### src/hudPkg.sv
`default_nettype none

package hudPkg;

	localparam int TicksPerSecond = 40; // Short second so simulation stays quick
	localparam logic [7:0] StartTime = 8'h60; // Two BCD digits

	localparam int CoordWidth = 11;

	localparam logic [CoordWidth-1:0] BarWidth = 11'd640;
	localparam logic [CoordWidth-1:0] BarHeight = 11'd48;

	localparam logic [CoordWidth-1:0] DigitWidth = 11'd16;
	localparam logic [CoordWidth-1:0] DigitHeight = 11'd32;
	localparam logic [CoordWidth-1:0] DigitTopY = 11'd8;
	localparam logic [CoordWidth-1:0] TensDigitX = 11'd304; // Ones digit follows one box later

	localparam logic [CoordWidth-1:0] HeartSize = 11'd32;
	localparam logic [CoordWidth-1:0] HeartTopY = 11'd8;
	localparam logic [CoordWidth-1:0] HeartX0 = 11'd16;
	localparam logic [CoordWidth-1:0] HeartPitch = 11'd48;

	// RGB332 colours
	localparam logic [7:0] DigitColor = 8'hFF;
	localparam logic [7:0] HeartColor = 8'hE0;
	localparam logic [7:0] BackgroundColor = 8'h49;

endpackage

`default_nettype wire

### src/oneSecCounter.sv
`timescale 1ns/1ps
`default_nettype none

module oneSecCounter (
	input logic clk,
	input logic resetN,
	output logic oneSec,
	output logic duty50
);

	logic [31:0] count;
	logic [31:0] nextCount;

	assign nextCount = (count == hudPkg::TicksPerSecond - 1) ? '0 : count + 32'd1;

	always_ff @(posedge clk or negedge resetN) begin
		if (!resetN) begin
			count <= '0;
			oneSec <= 1'b0;
			duty50 <= 1'b0;
		end else begin
			count <= nextCount;
			oneSec <= (nextCount == '0); // Pulse on the wrap
			duty50 <= (nextCount < hudPkg::TicksPerSecond / 2); // High in the lower half of the count
		end
	end

	noDoublePulse: assert property (@(posedge clk) disable iff (!resetN)
		oneSec |=> !oneSec);

endmodule

`default_nettype wire

### src/timerCounter.sv
`timescale 1ns/1ps
`default_nettype none

module timerCounter (
	input logic clk,
	input logic resetN,
	input logic oneSec,
	input logic timerLoad,
	input logic [1:0][3:0] timeToAdd,
	output logic [1:0][3:0] timerDigits,
	output logic outOfTime
);

	logic running;
	logic [4:0] onesSum;
	logic [4:0] tensSum;
	logic [1:0][3:0] addResult;
	logic [1:0][3:0] decResult;
	logic [1:0][3:0] nextDigits;

	always_comb begin
		onesSum = {1'b0, timerDigits[0]} + {1'b0, timeToAdd[0]};
		tensSum = {1'b0, timerDigits[1]} + {1'b0, timeToAdd[1]};
		if (onesSum > 5'd9) begin
			onesSum = onesSum - 5'd10; // Decimal carry into the tens
			tensSum = tensSum + 5'd1;
		end
		if (tensSum > 5'd9)
			addResult = {4'd9, 4'd9}; // Saturate at 99
		else
			addResult = {tensSum[3:0], onesSum[3:0]};
	end

	always_comb begin
		if (timerDigits[0] == 4'd0)
			decResult = {timerDigits[1] - 4'd1, 4'd9}; // Borrow from the tens
		else
			decResult = {timerDigits[1], timerDigits[0] - 4'd1};
	end

	always_comb begin
		nextDigits = timerDigits;
		if (timerLoad)
			nextDigits = addResult; // Load wins over a tick
		else if (oneSec && running && (timerDigits != '0))
			nextDigits = decResult;
	end

	always_ff @(posedge clk or negedge resetN) begin
		if (!resetN) begin
			timerDigits <= hudPkg::StartTime;
			outOfTime <= 1'b0;
			running <= 1'b1;
		end else begin
			timerDigits <= nextDigits;
			outOfTime <= (nextDigits == '0);
			if (timerLoad)
				running <= 1'b1;
			else if (outOfTime)
				running <= 1'b0;
		end
	end

	digitsAreBcd: assert property (@(posedge clk) disable iff (!resetN)
		(timerDigits[1] <= 4'd9) && (timerDigits[0] <= 4'd9));

	zeroWhenOut: assert property (@(posedge clk) disable iff (!resetN)
		outOfTime && !timerLoad |=> (timerDigits == '0));

endmodule

`default_nettype wire

### src/squareObject.sv
`timescale 1ns/1ps
`default_nettype none

module squareObject (
	input logic clk,
	input logic resetN,
	input logic [hudPkg::CoordWidth-1:0] pixelX,
	input logic [hudPkg::CoordWidth-1:0] pixelY,
	input logic [hudPkg::CoordWidth-1:0] topLeftX,
	input logic [hudPkg::CoordWidth-1:0] topLeftY,
	input logic [hudPkg::CoordWidth-1:0] width,
	input logic [hudPkg::CoordWidth-1:0] height,
	output logic insideRect,
	output logic [hudPkg::CoordWidth-1:0] offsetX,
	output logic [hudPkg::CoordWidth-1:0] offsetY
);

	logic hitX;
	logic hitY;

	assign hitX = (pixelX >= topLeftX) && (pixelX < topLeftX + width);
	assign hitY = (pixelY >= topLeftY) && (pixelY < topLeftY + height);

	always_ff @(posedge clk or negedge resetN) begin
		if (!resetN)
			insideRect <= 1'b0;
		else
			insideRect <= hitX && hitY;
	end

	always_ff @(posedge clk) begin
		offsetX <= pixelX - topLeftX; // Only meaningful while inside
		offsetY <= pixelY - topLeftY;
	end

endmodule

`default_nettype wire

### src/digitBitmap.sv
`timescale 1ns/1ps
`default_nettype none

module digitBitmap (
	input logic clk,
	input logic resetN,
	input logic [hudPkg::CoordWidth-1:0] offsetX,
	input logic [hudPkg::CoordWidth-1:0] offsetY,
	input logic insideRect,
	input logic [3:0] digit,
	output logic drawRequest,
	output logic [7:0] digitRGB
);

	logic [6:0] segMask; // Segments a to g, a in the top bit
	logic [6:0] segHit;
	logic horizCols;
	logic leftCol;
	logic rightCol;
	logic upperHalf;

	always_comb begin
		case (digit)
			4'd0: segMask = 7'b1111110;
			4'd1: segMask = 7'b0110000;
			4'd2: segMask = 7'b1101101;
			4'd3: segMask = 7'b1111001;
			4'd4: segMask = 7'b0110011;
			4'd5: segMask = 7'b1011011;
			4'd6: segMask = 7'b1011111;
			4'd7: segMask = 7'b1110000;
			4'd8: segMask = 7'b1111111;
			4'd9: segMask = 7'b1111011;
			default: segMask = 7'b0000000; // Blank for non-BCD codes
		endcase
	end

	assign horizCols = (offsetX >= 11'd2) && (offsetX < hudPkg::DigitWidth - 11'd2);
	assign leftCol = (offsetX < 11'd4);
	assign rightCol = (offsetX >= hudPkg::DigitWidth - 11'd4);
	assign upperHalf = (offsetY < hudPkg::DigitHeight / 11'd2);

	assign segHit[6] = horizCols && (offsetY < 11'd4);
	assign segHit[5] = rightCol && upperHalf;
	assign segHit[4] = rightCol && !upperHalf;
	assign segHit[3] = horizCols && (offsetY >= hudPkg::DigitHeight - 11'd4);
	assign segHit[2] = leftCol && !upperHalf;
	assign segHit[1] = leftCol && upperHalf;
	assign segHit[0] = horizCols && (offsetY >= hudPkg::DigitHeight / 11'd2 - 11'd2)
		&& (offsetY < hudPkg::DigitHeight / 11'd2 + 11'd2); // Middle bar straddles the centre

	always_ff @(posedge clk or negedge resetN) begin
		if (!resetN)
			drawRequest <= 1'b0;
		else
			drawRequest <= insideRect && (|(segMask & segHit));
	end

	assign digitRGB = hudPkg::DigitColor;

endmodule

`default_nettype wire

### src/heartDraw.sv
`timescale 1ns/1ps
`default_nettype none

module heartDraw (
	input logic clk,
	input logic resetN,
	input logic [hudPkg::CoordWidth-1:0] offsetX,
	input logic [hudPkg::CoordWidth-1:0] offsetY,
	input logic insideRect,
	input logic isActive,
	output logic drawRequest,
	output logic [7:0] heartRGB
);

	logic [31:0] rowBits; // Column 0 sits in the top bit

	always_comb begin
		case (offsetY[4:0])
			5'd2: rowBits = 32'h03C003C0;
			5'd3: rowBits = 32'h0FF00FF0;
			5'd4: rowBits = 32'h1FF81FF8;
			5'd5: rowBits = 32'h3FFC3FFC;
			5'd6: rowBits = 32'h3FFE7FFC;
			5'd7, 5'd8, 5'd9, 5'd10, 5'd11, 5'd12, 5'd13: rowBits = 32'h7FFFFFFE;
			5'd14, 5'd15: rowBits = 32'h3FFFFFFC;
			5'd16, 5'd17: rowBits = 32'h1FFFFFF8;
			5'd18: rowBits = 32'h0FFFFFF0;
			5'd19: rowBits = 32'h07FFFFE0;
			5'd20: rowBits = 32'h03FFFFC0;
			5'd21: rowBits = 32'h01FFFF80;
			5'd22: rowBits = 32'h00FFFF00;
			5'd23: rowBits = 32'h007FFE00;
			5'd24: rowBits = 32'h003FFC00;
			5'd25: rowBits = 32'h001FF800;
			5'd26: rowBits = 32'h000FF000;
			5'd27: rowBits = 32'h0007E000;
			5'd28: rowBits = 32'h0003C000;
			5'd29: rowBits = 32'h00018000; // Tip of the heart
			default: rowBits = 32'h00000000;
		endcase
	end

	always_ff @(posedge clk or negedge resetN) begin
		if (!resetN)
			drawRequest <= 1'b0;
		else
			drawRequest <= insideRect && isActive && rowBits[5'd31 - offsetX[4:0]];
	end

	assign heartRGB = hudPkg::HeartColor;

endmodule

`default_nettype wire

### src/topBarMux.sv
`timescale 1ns/1ps
`default_nettype none

module topBarMux (
	input logic clk,
	input logic resetN,
	input logic [1:0] digitRequest,
	input logic [1:0][7:0] digitRGB,
	input logic [2:0] heartRequest,
	input logic [2:0][7:0] heartRGB,
	input logic backgroundInside,
	output logic barDrawingRequest,
	output logic [7:0] barRGB
);

	logic bgInside; // Background flag aligned with the renderer stage
	logic nextRequest;
	logic [7:0] nextRGB;

	always_ff @(posedge clk or negedge resetN) begin
		if (!resetN)
			bgInside <= 1'b0;
		else
			bgInside <= backgroundInside;
	end

	always_comb begin
		nextRequest = 1'b1;
		nextRGB = 8'h00;
		if (digitRequest[1])
			nextRGB = digitRGB[1];
		else if (digitRequest[0])
			nextRGB = digitRGB[0];
		else if (heartRequest[0])
			nextRGB = heartRGB[0];
		else if (heartRequest[1])
			nextRGB = heartRGB[1];
		else if (heartRequest[2])
			nextRGB = heartRGB[2];
		else if (bgInside)
			nextRGB = hudPkg::BackgroundColor;
		else
			nextRequest = 1'b0; // Outside the bar
	end

	always_ff @(posedge clk or negedge resetN) begin
		if (!resetN) begin
			barDrawingRequest <= 1'b0;
			barRGB <= 8'h00;
		end else begin
			barDrawingRequest <= nextRequest;
			barRGB <= nextRGB;
		end
	end

endmodule

`default_nettype wire

### src/topBar.sv
`timescale 1ns/1ps
`default_nettype none

module topBar (
	input logic clk,
	input logic resetN,
	input logic [hudPkg::CoordWidth-1:0] pixelX,
	input logic [hudPkg::CoordWidth-1:0] pixelY,
	input logic timerLoad,
	input logic [1:0][3:0] timeToAdd,
	input logic [1:0] numHearts,
	output logic [1:0][3:0] timerDigits,
	output logic oneSec,
	output logic duty50,
	output logic outOfTime,
	output logic barDrawingRequest,
	output logic [7:0] barRGB
);

	logic [hudPkg::CoordWidth-1:0] onesDigitX;
	logic [2:0][hudPkg::CoordWidth-1:0] heartX;
	logic [1:0] digitInside;
	logic [1:0][hudPkg::CoordWidth-1:0] digitOffX;
	logic [1:0][hudPkg::CoordWidth-1:0] digitOffY;
	logic [1:0] digitRequest;
	logic [1:0][7:0] digitRGB;
	logic [2:0] heartInside;
	logic [2:0][hudPkg::CoordWidth-1:0] heartOffX;
	logic [2:0][hudPkg::CoordWidth-1:0] heartOffY;
	logic [2:0] heartRequest;
	logic [2:0][7:0] heartRGB;
	logic bgInside;

	assign onesDigitX = hudPkg::TensDigitX + hudPkg::DigitWidth;
	assign heartX[0] = hudPkg::HeartX0;
	assign heartX[1] = hudPkg::HeartX0 + hudPkg::HeartPitch;
	assign heartX[2] = hudPkg::HeartX0 + hudPkg::HeartPitch + hudPkg::HeartPitch;

	oneSecCounter oneSecCounter_inst (
		.clk(clk),
		.resetN(resetN),
		.oneSec(oneSec),
		.duty50(duty50)
	);

	timerCounter timerCounter_inst (
		.clk(clk),
		.resetN(resetN),
		.oneSec(oneSec),
		.timerLoad(timerLoad),
		.timeToAdd(timeToAdd),
		.timerDigits(timerDigits),
		.outOfTime(outOfTime)
	);

	// Index 0 is the ones digit, index 1 the tens digit
	for (genvar i = 0; i < 2; i++) begin : genDigit
		squareObject digitSquare (
			.clk(clk),
			.resetN(resetN),
			.pixelX(pixelX),
			.pixelY(pixelY),
			.topLeftX(i == 0 ? onesDigitX : hudPkg::TensDigitX),
			.topLeftY(hudPkg::DigitTopY),
			.width(hudPkg::DigitWidth),
			.height(hudPkg::DigitHeight),
			.insideRect(digitInside[i]),
			.offsetX(digitOffX[i]),
			.offsetY(digitOffY[i])
		);

		digitBitmap digitDraw (
			.clk(clk),
			.resetN(resetN),
			.offsetX(digitOffX[i]),
			.offsetY(digitOffY[i]),
			.insideRect(digitInside[i]),
			.digit(timerDigits[i]),
			.drawRequest(digitRequest[i]),
			.digitRGB(digitRGB[i])
		);
	end

	for (genvar i = 0; i < 3; i++) begin : genHeart
		squareObject heartSquare (
			.clk(clk),
			.resetN(resetN),
			.pixelX(pixelX),
			.pixelY(pixelY),
			.topLeftX(heartX[i]),
			.topLeftY(hudPkg::HeartTopY),
			.width(hudPkg::HeartSize),
			.height(hudPkg::HeartSize),
			.insideRect(heartInside[i]),
			.offsetX(heartOffX[i]),
			.offsetY(heartOffY[i])
		);

		heartDraw heartDraw_inst (
			.clk(clk),
			.resetN(resetN),
			.offsetX(heartOffX[i]),
			.offsetY(heartOffY[i]),
			.insideRect(heartInside[i]),
			.isActive(numHearts > 2'(i)), // Heart i shows while lives exceed i
			.drawRequest(heartRequest[i]),
			.heartRGB(heartRGB[i])
		);
	end

	squareObject bgSquare (
		.clk(clk),
		.resetN(resetN),
		.pixelX(pixelX),
		.pixelY(pixelY),
		.topLeftX('0),
		.topLeftY('0),
		.width(hudPkg::BarWidth),
		.height(hudPkg::BarHeight),
		.insideRect(bgInside),
		.offsetX(),
		.offsetY()
	);

	topBarMux topBarMux_inst (
		.clk(clk),
		.resetN(resetN),
		.digitRequest(digitRequest),
		.digitRGB(digitRGB),
		.heartRequest(heartRequest),
		.heartRGB(heartRGB),
		.backgroundInside(bgInside),
		.barDrawingRequest(barDrawingRequest),
		.barRGB(barRGB)
	);

endmodule

`default_nettype wire

### config.mk
export PLATFORM = sky130hd
export DESIGN_NAME = topBar
export DESIGN_NICKNAME = d
export VERILOG_FILES = /design/src/hudPkg.sv /design/src/oneSecCounter.sv /design/src/timerCounter.sv /design/src/squareObject.sv /design/src/digitBitmap.sv /design/src/heartDraw.sv /design/src/topBarMux.sv /design/src/topBar.sv
export SDC_FILE = /design/constraint.sdc
export NUM_CORES = 1
export LEC_CHECK = 0
export BUFFER_PORTS_ARGS = -buffer_cell sky130_fd_sc_hd__buf_2
export CORE_ASPECT_RATIO = 0.7
export CORE_MARGIN = 3
export CORE_UTILIZATION = 57
export CTS_CLUSTER_SIZE = 8
export DETAILED_ROUTE_END_ITERATION = 10
export PLACE_DENSITY_LB_ADDON = 0.25
export SKIP_LAST_GASP = 1
export SYNTH_ARGS = -nofsm -noshare
export SYNTH_HDL_FRONTEND = slang
export SYNTH_SLANG_ARGS = --single-unit
### constraint.sdc
create_clock -name clk -period 9.8 [get_ports clk]
set_input_delay 1.96 -clock clk [delete_from_list [all_inputs] [get_ports clk]]
set_output_delay 1.96 -clock clk [all_outputs]
set_load 0.02 [all_outputs]
==> flow_metrics.tcl <==
set metrics [dict create \
    status "completed" \
    post_cts_buffers 0 \
    ff2ff_setup_slack_ps 6160 \
    grt_usage 0.243 \
    path_cells "buf_2, ha_1, inv_1, fa_1, xor2_2, a221o_1, o211a_1, or4_1, a32oi_2, a21oi_1, nor4b_2" \
    ctsLongestPathBuffers 2 \
    crit_required_ps 10060 \
    grt-ovfl-total 0 \
    synth.yosys.seq_area_share 0.399 \
    drc 0 \
    hp-class "register to register" \
    cellInternalPower_w 0.000843 \
    cp_data_arrival_time_ps 5030 \
    switching_share 0.384 \
    antenna_found_initial 0 \
    cap_violations 0 \
    viasPerCell 6.10 \
    hold_viol_final 0 \
    synth_top_area_cell "dfrtp_1" \
    synth_ff_type "dfrtp_1" \
    drt_iter0_drc 282 \
    p_leak_nw 2.90 \
    min_period_over_period 0.486 \
    antenna_left 0 \
    grt_setup_unrepaired "false" \
    wl_per_cell_um 16.5 \
    synth_fp_nets 704 \
    antenna_cells 0 \
    pwr-share-comb 0.376 \
    grt_pass1_vias 4813 \
    cpMaxStageDelayCell "or4_1" \
    port_buffers 54 \
    area_delta_synth_final_pct 9.87 \
    hold_path.startpoint "bgSquare.insideRect$_DFF_PN0_" \
    p_sw_w 0.000525 \
    grt_pass1_wl_mm 23.3 \
    avgSynthCellArea_um2 9.31 \
    place_hpwl_mm 10.1 \
    yosys_warnings 0 \
    chipWidth_um 128 \
    tritoncts "done" \
    layout_min_cycle_time_ps 4760 \
    synth_cell_types 76 \
    ioPinCount 55 \
    netlist.area_leader.share 0.241 \
    die_y_um 91.3 \
    synth_top_cells_by_area "dfrtp_1 24%, dfxtp_1 15%, ha_1 6.3%, xor2_1 4.0%, nand2_1 3.6%" \
    most-common-layout-cells "57 x nand2_1, 57 x dfrtp_1, 54 x buf_2" \
    worstPathMaxFanout 9 \
    async_reset_ff_frac 0.583 \
    worstSetupPathType "input port to register" \
    holdPathEnd "topBarMux_inst.bgInside$_DFF_PN0_" \
    clk_latency_ps 350 \
    total_power_w 0.00137 \
    clk_pin_slew_ps 70 \
    core.rowCount 30 \
    drt_first_pass_iters 5 \
    worstSetupEndpointType "register" \
    post-route-util 0.658 \
    place_congestion 0.939 \
    setup_slack_ps 5040 \
    ctsHoldBuffers 0 \
    synth_edf_count 0 \
    power_frac_seq 0.375 \
    clock_power_share 0.249 \
    cts_inserted_buffers 9 \
    slowest_delay_ps 580 \
    hold_path_depth 0 \
    synth_cells 637 \
    num_vias 4934 \
    core-area_mm2 0.00991 \
    max-vdd-ir-drop_mv 0.122 \
    root_buffer "clkbuf_16" \
    synth_area_mm2 0.00593 \
    final_max_slew_viol_count 0 \
    fmax_mhz 210 \
    drive_gt1_frac 0.167 \
    slew_headroom 0.285 \
    r2r-end "timerCounter_inst.outOfTime$_DFF_PN0_" \
    setup_viol 0 \
    wirelength_mm 13.4 \
    fin_skew_ps 7.69 \
    worstSetupStartpointType "input port" \
    p_per_area_mw_per_mm2 210 \
    whs_ps 356 \
    start_util 0.598 \
    ys_ff_latch 103 \
    grt_max_degree 61 \
    fin_nets 743 \
    tightest_slew_ps 1060 \
    reg2reg_from "timerCounter_inst.timerDigits[0]$_DFF_PN0_" \
    htreeDepth 3 \
    cts_resized 0 \
    cts.sinks 103 \
    pre_cts_slack_ps 4720 \
    dieArea_mm2 0.0117 \
    tns_ps 0 \
    reg2reg_depth 10 \
]
==> worst max path at each step <==
stage | startpoint | to | slack (ps) | cells after the start
after CTS | timeToAdd[0] | timerCounter_inst.outOfTime$_DFF_PN0_ | 5050 | 11
after floorplan | timeToAdd[0] | timerCounter_inst.outOfTime$_DFF_PN0_ | 5040 | 10
after detailed placement | timeToAdd[0] | timerCounter_inst.outOfTime$_DFF_PN0_ | 4720 | 11
after global routing | timeToAdd[0] | timerCounter_inst.outOfTime$_DFF_PN0_ | 4840 | 11
final | timeToAdd[0] | timerCounter_inst.outOfTime$_DFF_PN0_ | 5040 | 11
after global placement | timeToAdd[0] | timerCounter_inst.outOfTime$_DFF_PN0_ | 4830 | 11
==> power by group through the flow <==
stage / Combinational [W] / Sequential, W / Clock, W
after global routing: 0.000574 / 0.000521 / 0.000362
after global placement: 0.000480 / 0.000519 / 0
after CTS: 0.000508 / 0.000512 / 0.000345
final: 0.000514 / 0.000513 / 0.000341
after detailed placement: 0.000504 / 0.000521 / 0
after floorplan: 0.000379 / 0.000509 / 0
==> cells in the mapped netlist (all sizes together), types with 3 or more instances <==
library cell	count
nand4	11
o21a	3
ha	30
o211ai	3
nor2b	5
xor2	28
mux2	5
a31oi	5
o21ai	23
inv	35
dfxtp	43
a21oi	34
mux2i	4
and3	7
mux4	9
or3	6
o31a	3
nand2b	6
nand2	57
and2	4
xnor2	23
nand3	25
nor3	26
nand3b	3
dfrtp	57
a21o	5
or2	10
dfstp	3
a311oi	6
nor4	18
or4	6
nor4b	3
nor2	51
buf	9
a211oi	9
o21bai	3
clkbuf	18
==> registers in the layout, indices dropped and copies added, names as in the netlist <==
signal	count
genHeart.heartSquare.insideRect	3
topBarMux_inst.bgInside	1
genDigit.digitDraw.drawRequest	2
genDigit.digitSquare.insideRect	2
timerCounter_inst.timerDigits	8
genHeart.heartDraw_inst.rowBits	15
genHeart.heartSquare.offsetY	10
oneSecCounter_inst.duty50	1
genHeart.heartSquare.offsetX	4
genDigit.digitSquare.offsetX	14
oneSecCounter_inst.oneSec	1
oneSecCounter_inst.count	32
timerCounter_inst.running	1
topBarMux_inst.barRGB	4
genHeart.heartDraw_inst.drawRequest	3
bgSquare.insideRect	1
timerCounter_inst.outOfTime	1
==> cells by family after synthesis <==
logic type,share of synthesized area
AND/OR/NAND/NOR,0.219
AO/OA/AOI/OAI,0.141
flip-flops,0.399
buffers and inverters,0.0441
XOR/XNOR,0.0766
adder cells (fa/ha/maj),0.0700
multiplexers,0.0504
==> routing by layer <==
metal / GRT usage / share of wire / vias up / wire [um]
li1: - / - / 2365 / -
met1: 0.343 / 0.46 / 2365 / 6210
met2: 0.377 / 0.46 / 179 / 6110
met3: 0.0494 / 0.063 / 25 / 836
met4: 0.0742 / 0.016 / 0 / 219
met5: 0 / 0 / - / 0
==> final cells by class <==
class                   instances  area [um^2]
fillers                       826         3390
clock buffers                  10          229
repair buffers                 55          278
clock inverters                 6         48.8
well taps                     128          160
inverters                      35          131
flip-flops and latches        103         2370
multi-input cells             472         3300
==> metrics by stage <==
step	std cells	instance area (um^2)
after floorplan	637	5930
after global placement	793	6240
after detailed placement	793	6240
after CTS	809	6520
after global routing	809	6520
final	809	6520
==> worst max-delay path: cells and delay by family <==
kind            cells  cell delay [ps]
compound gates      4             1250
simple gates        2              860
fa+ha+maj           2              600
xor+xnor            1              220
buf+inv             2              140
No activity file was read; power rests on OpenSTA's default activity.
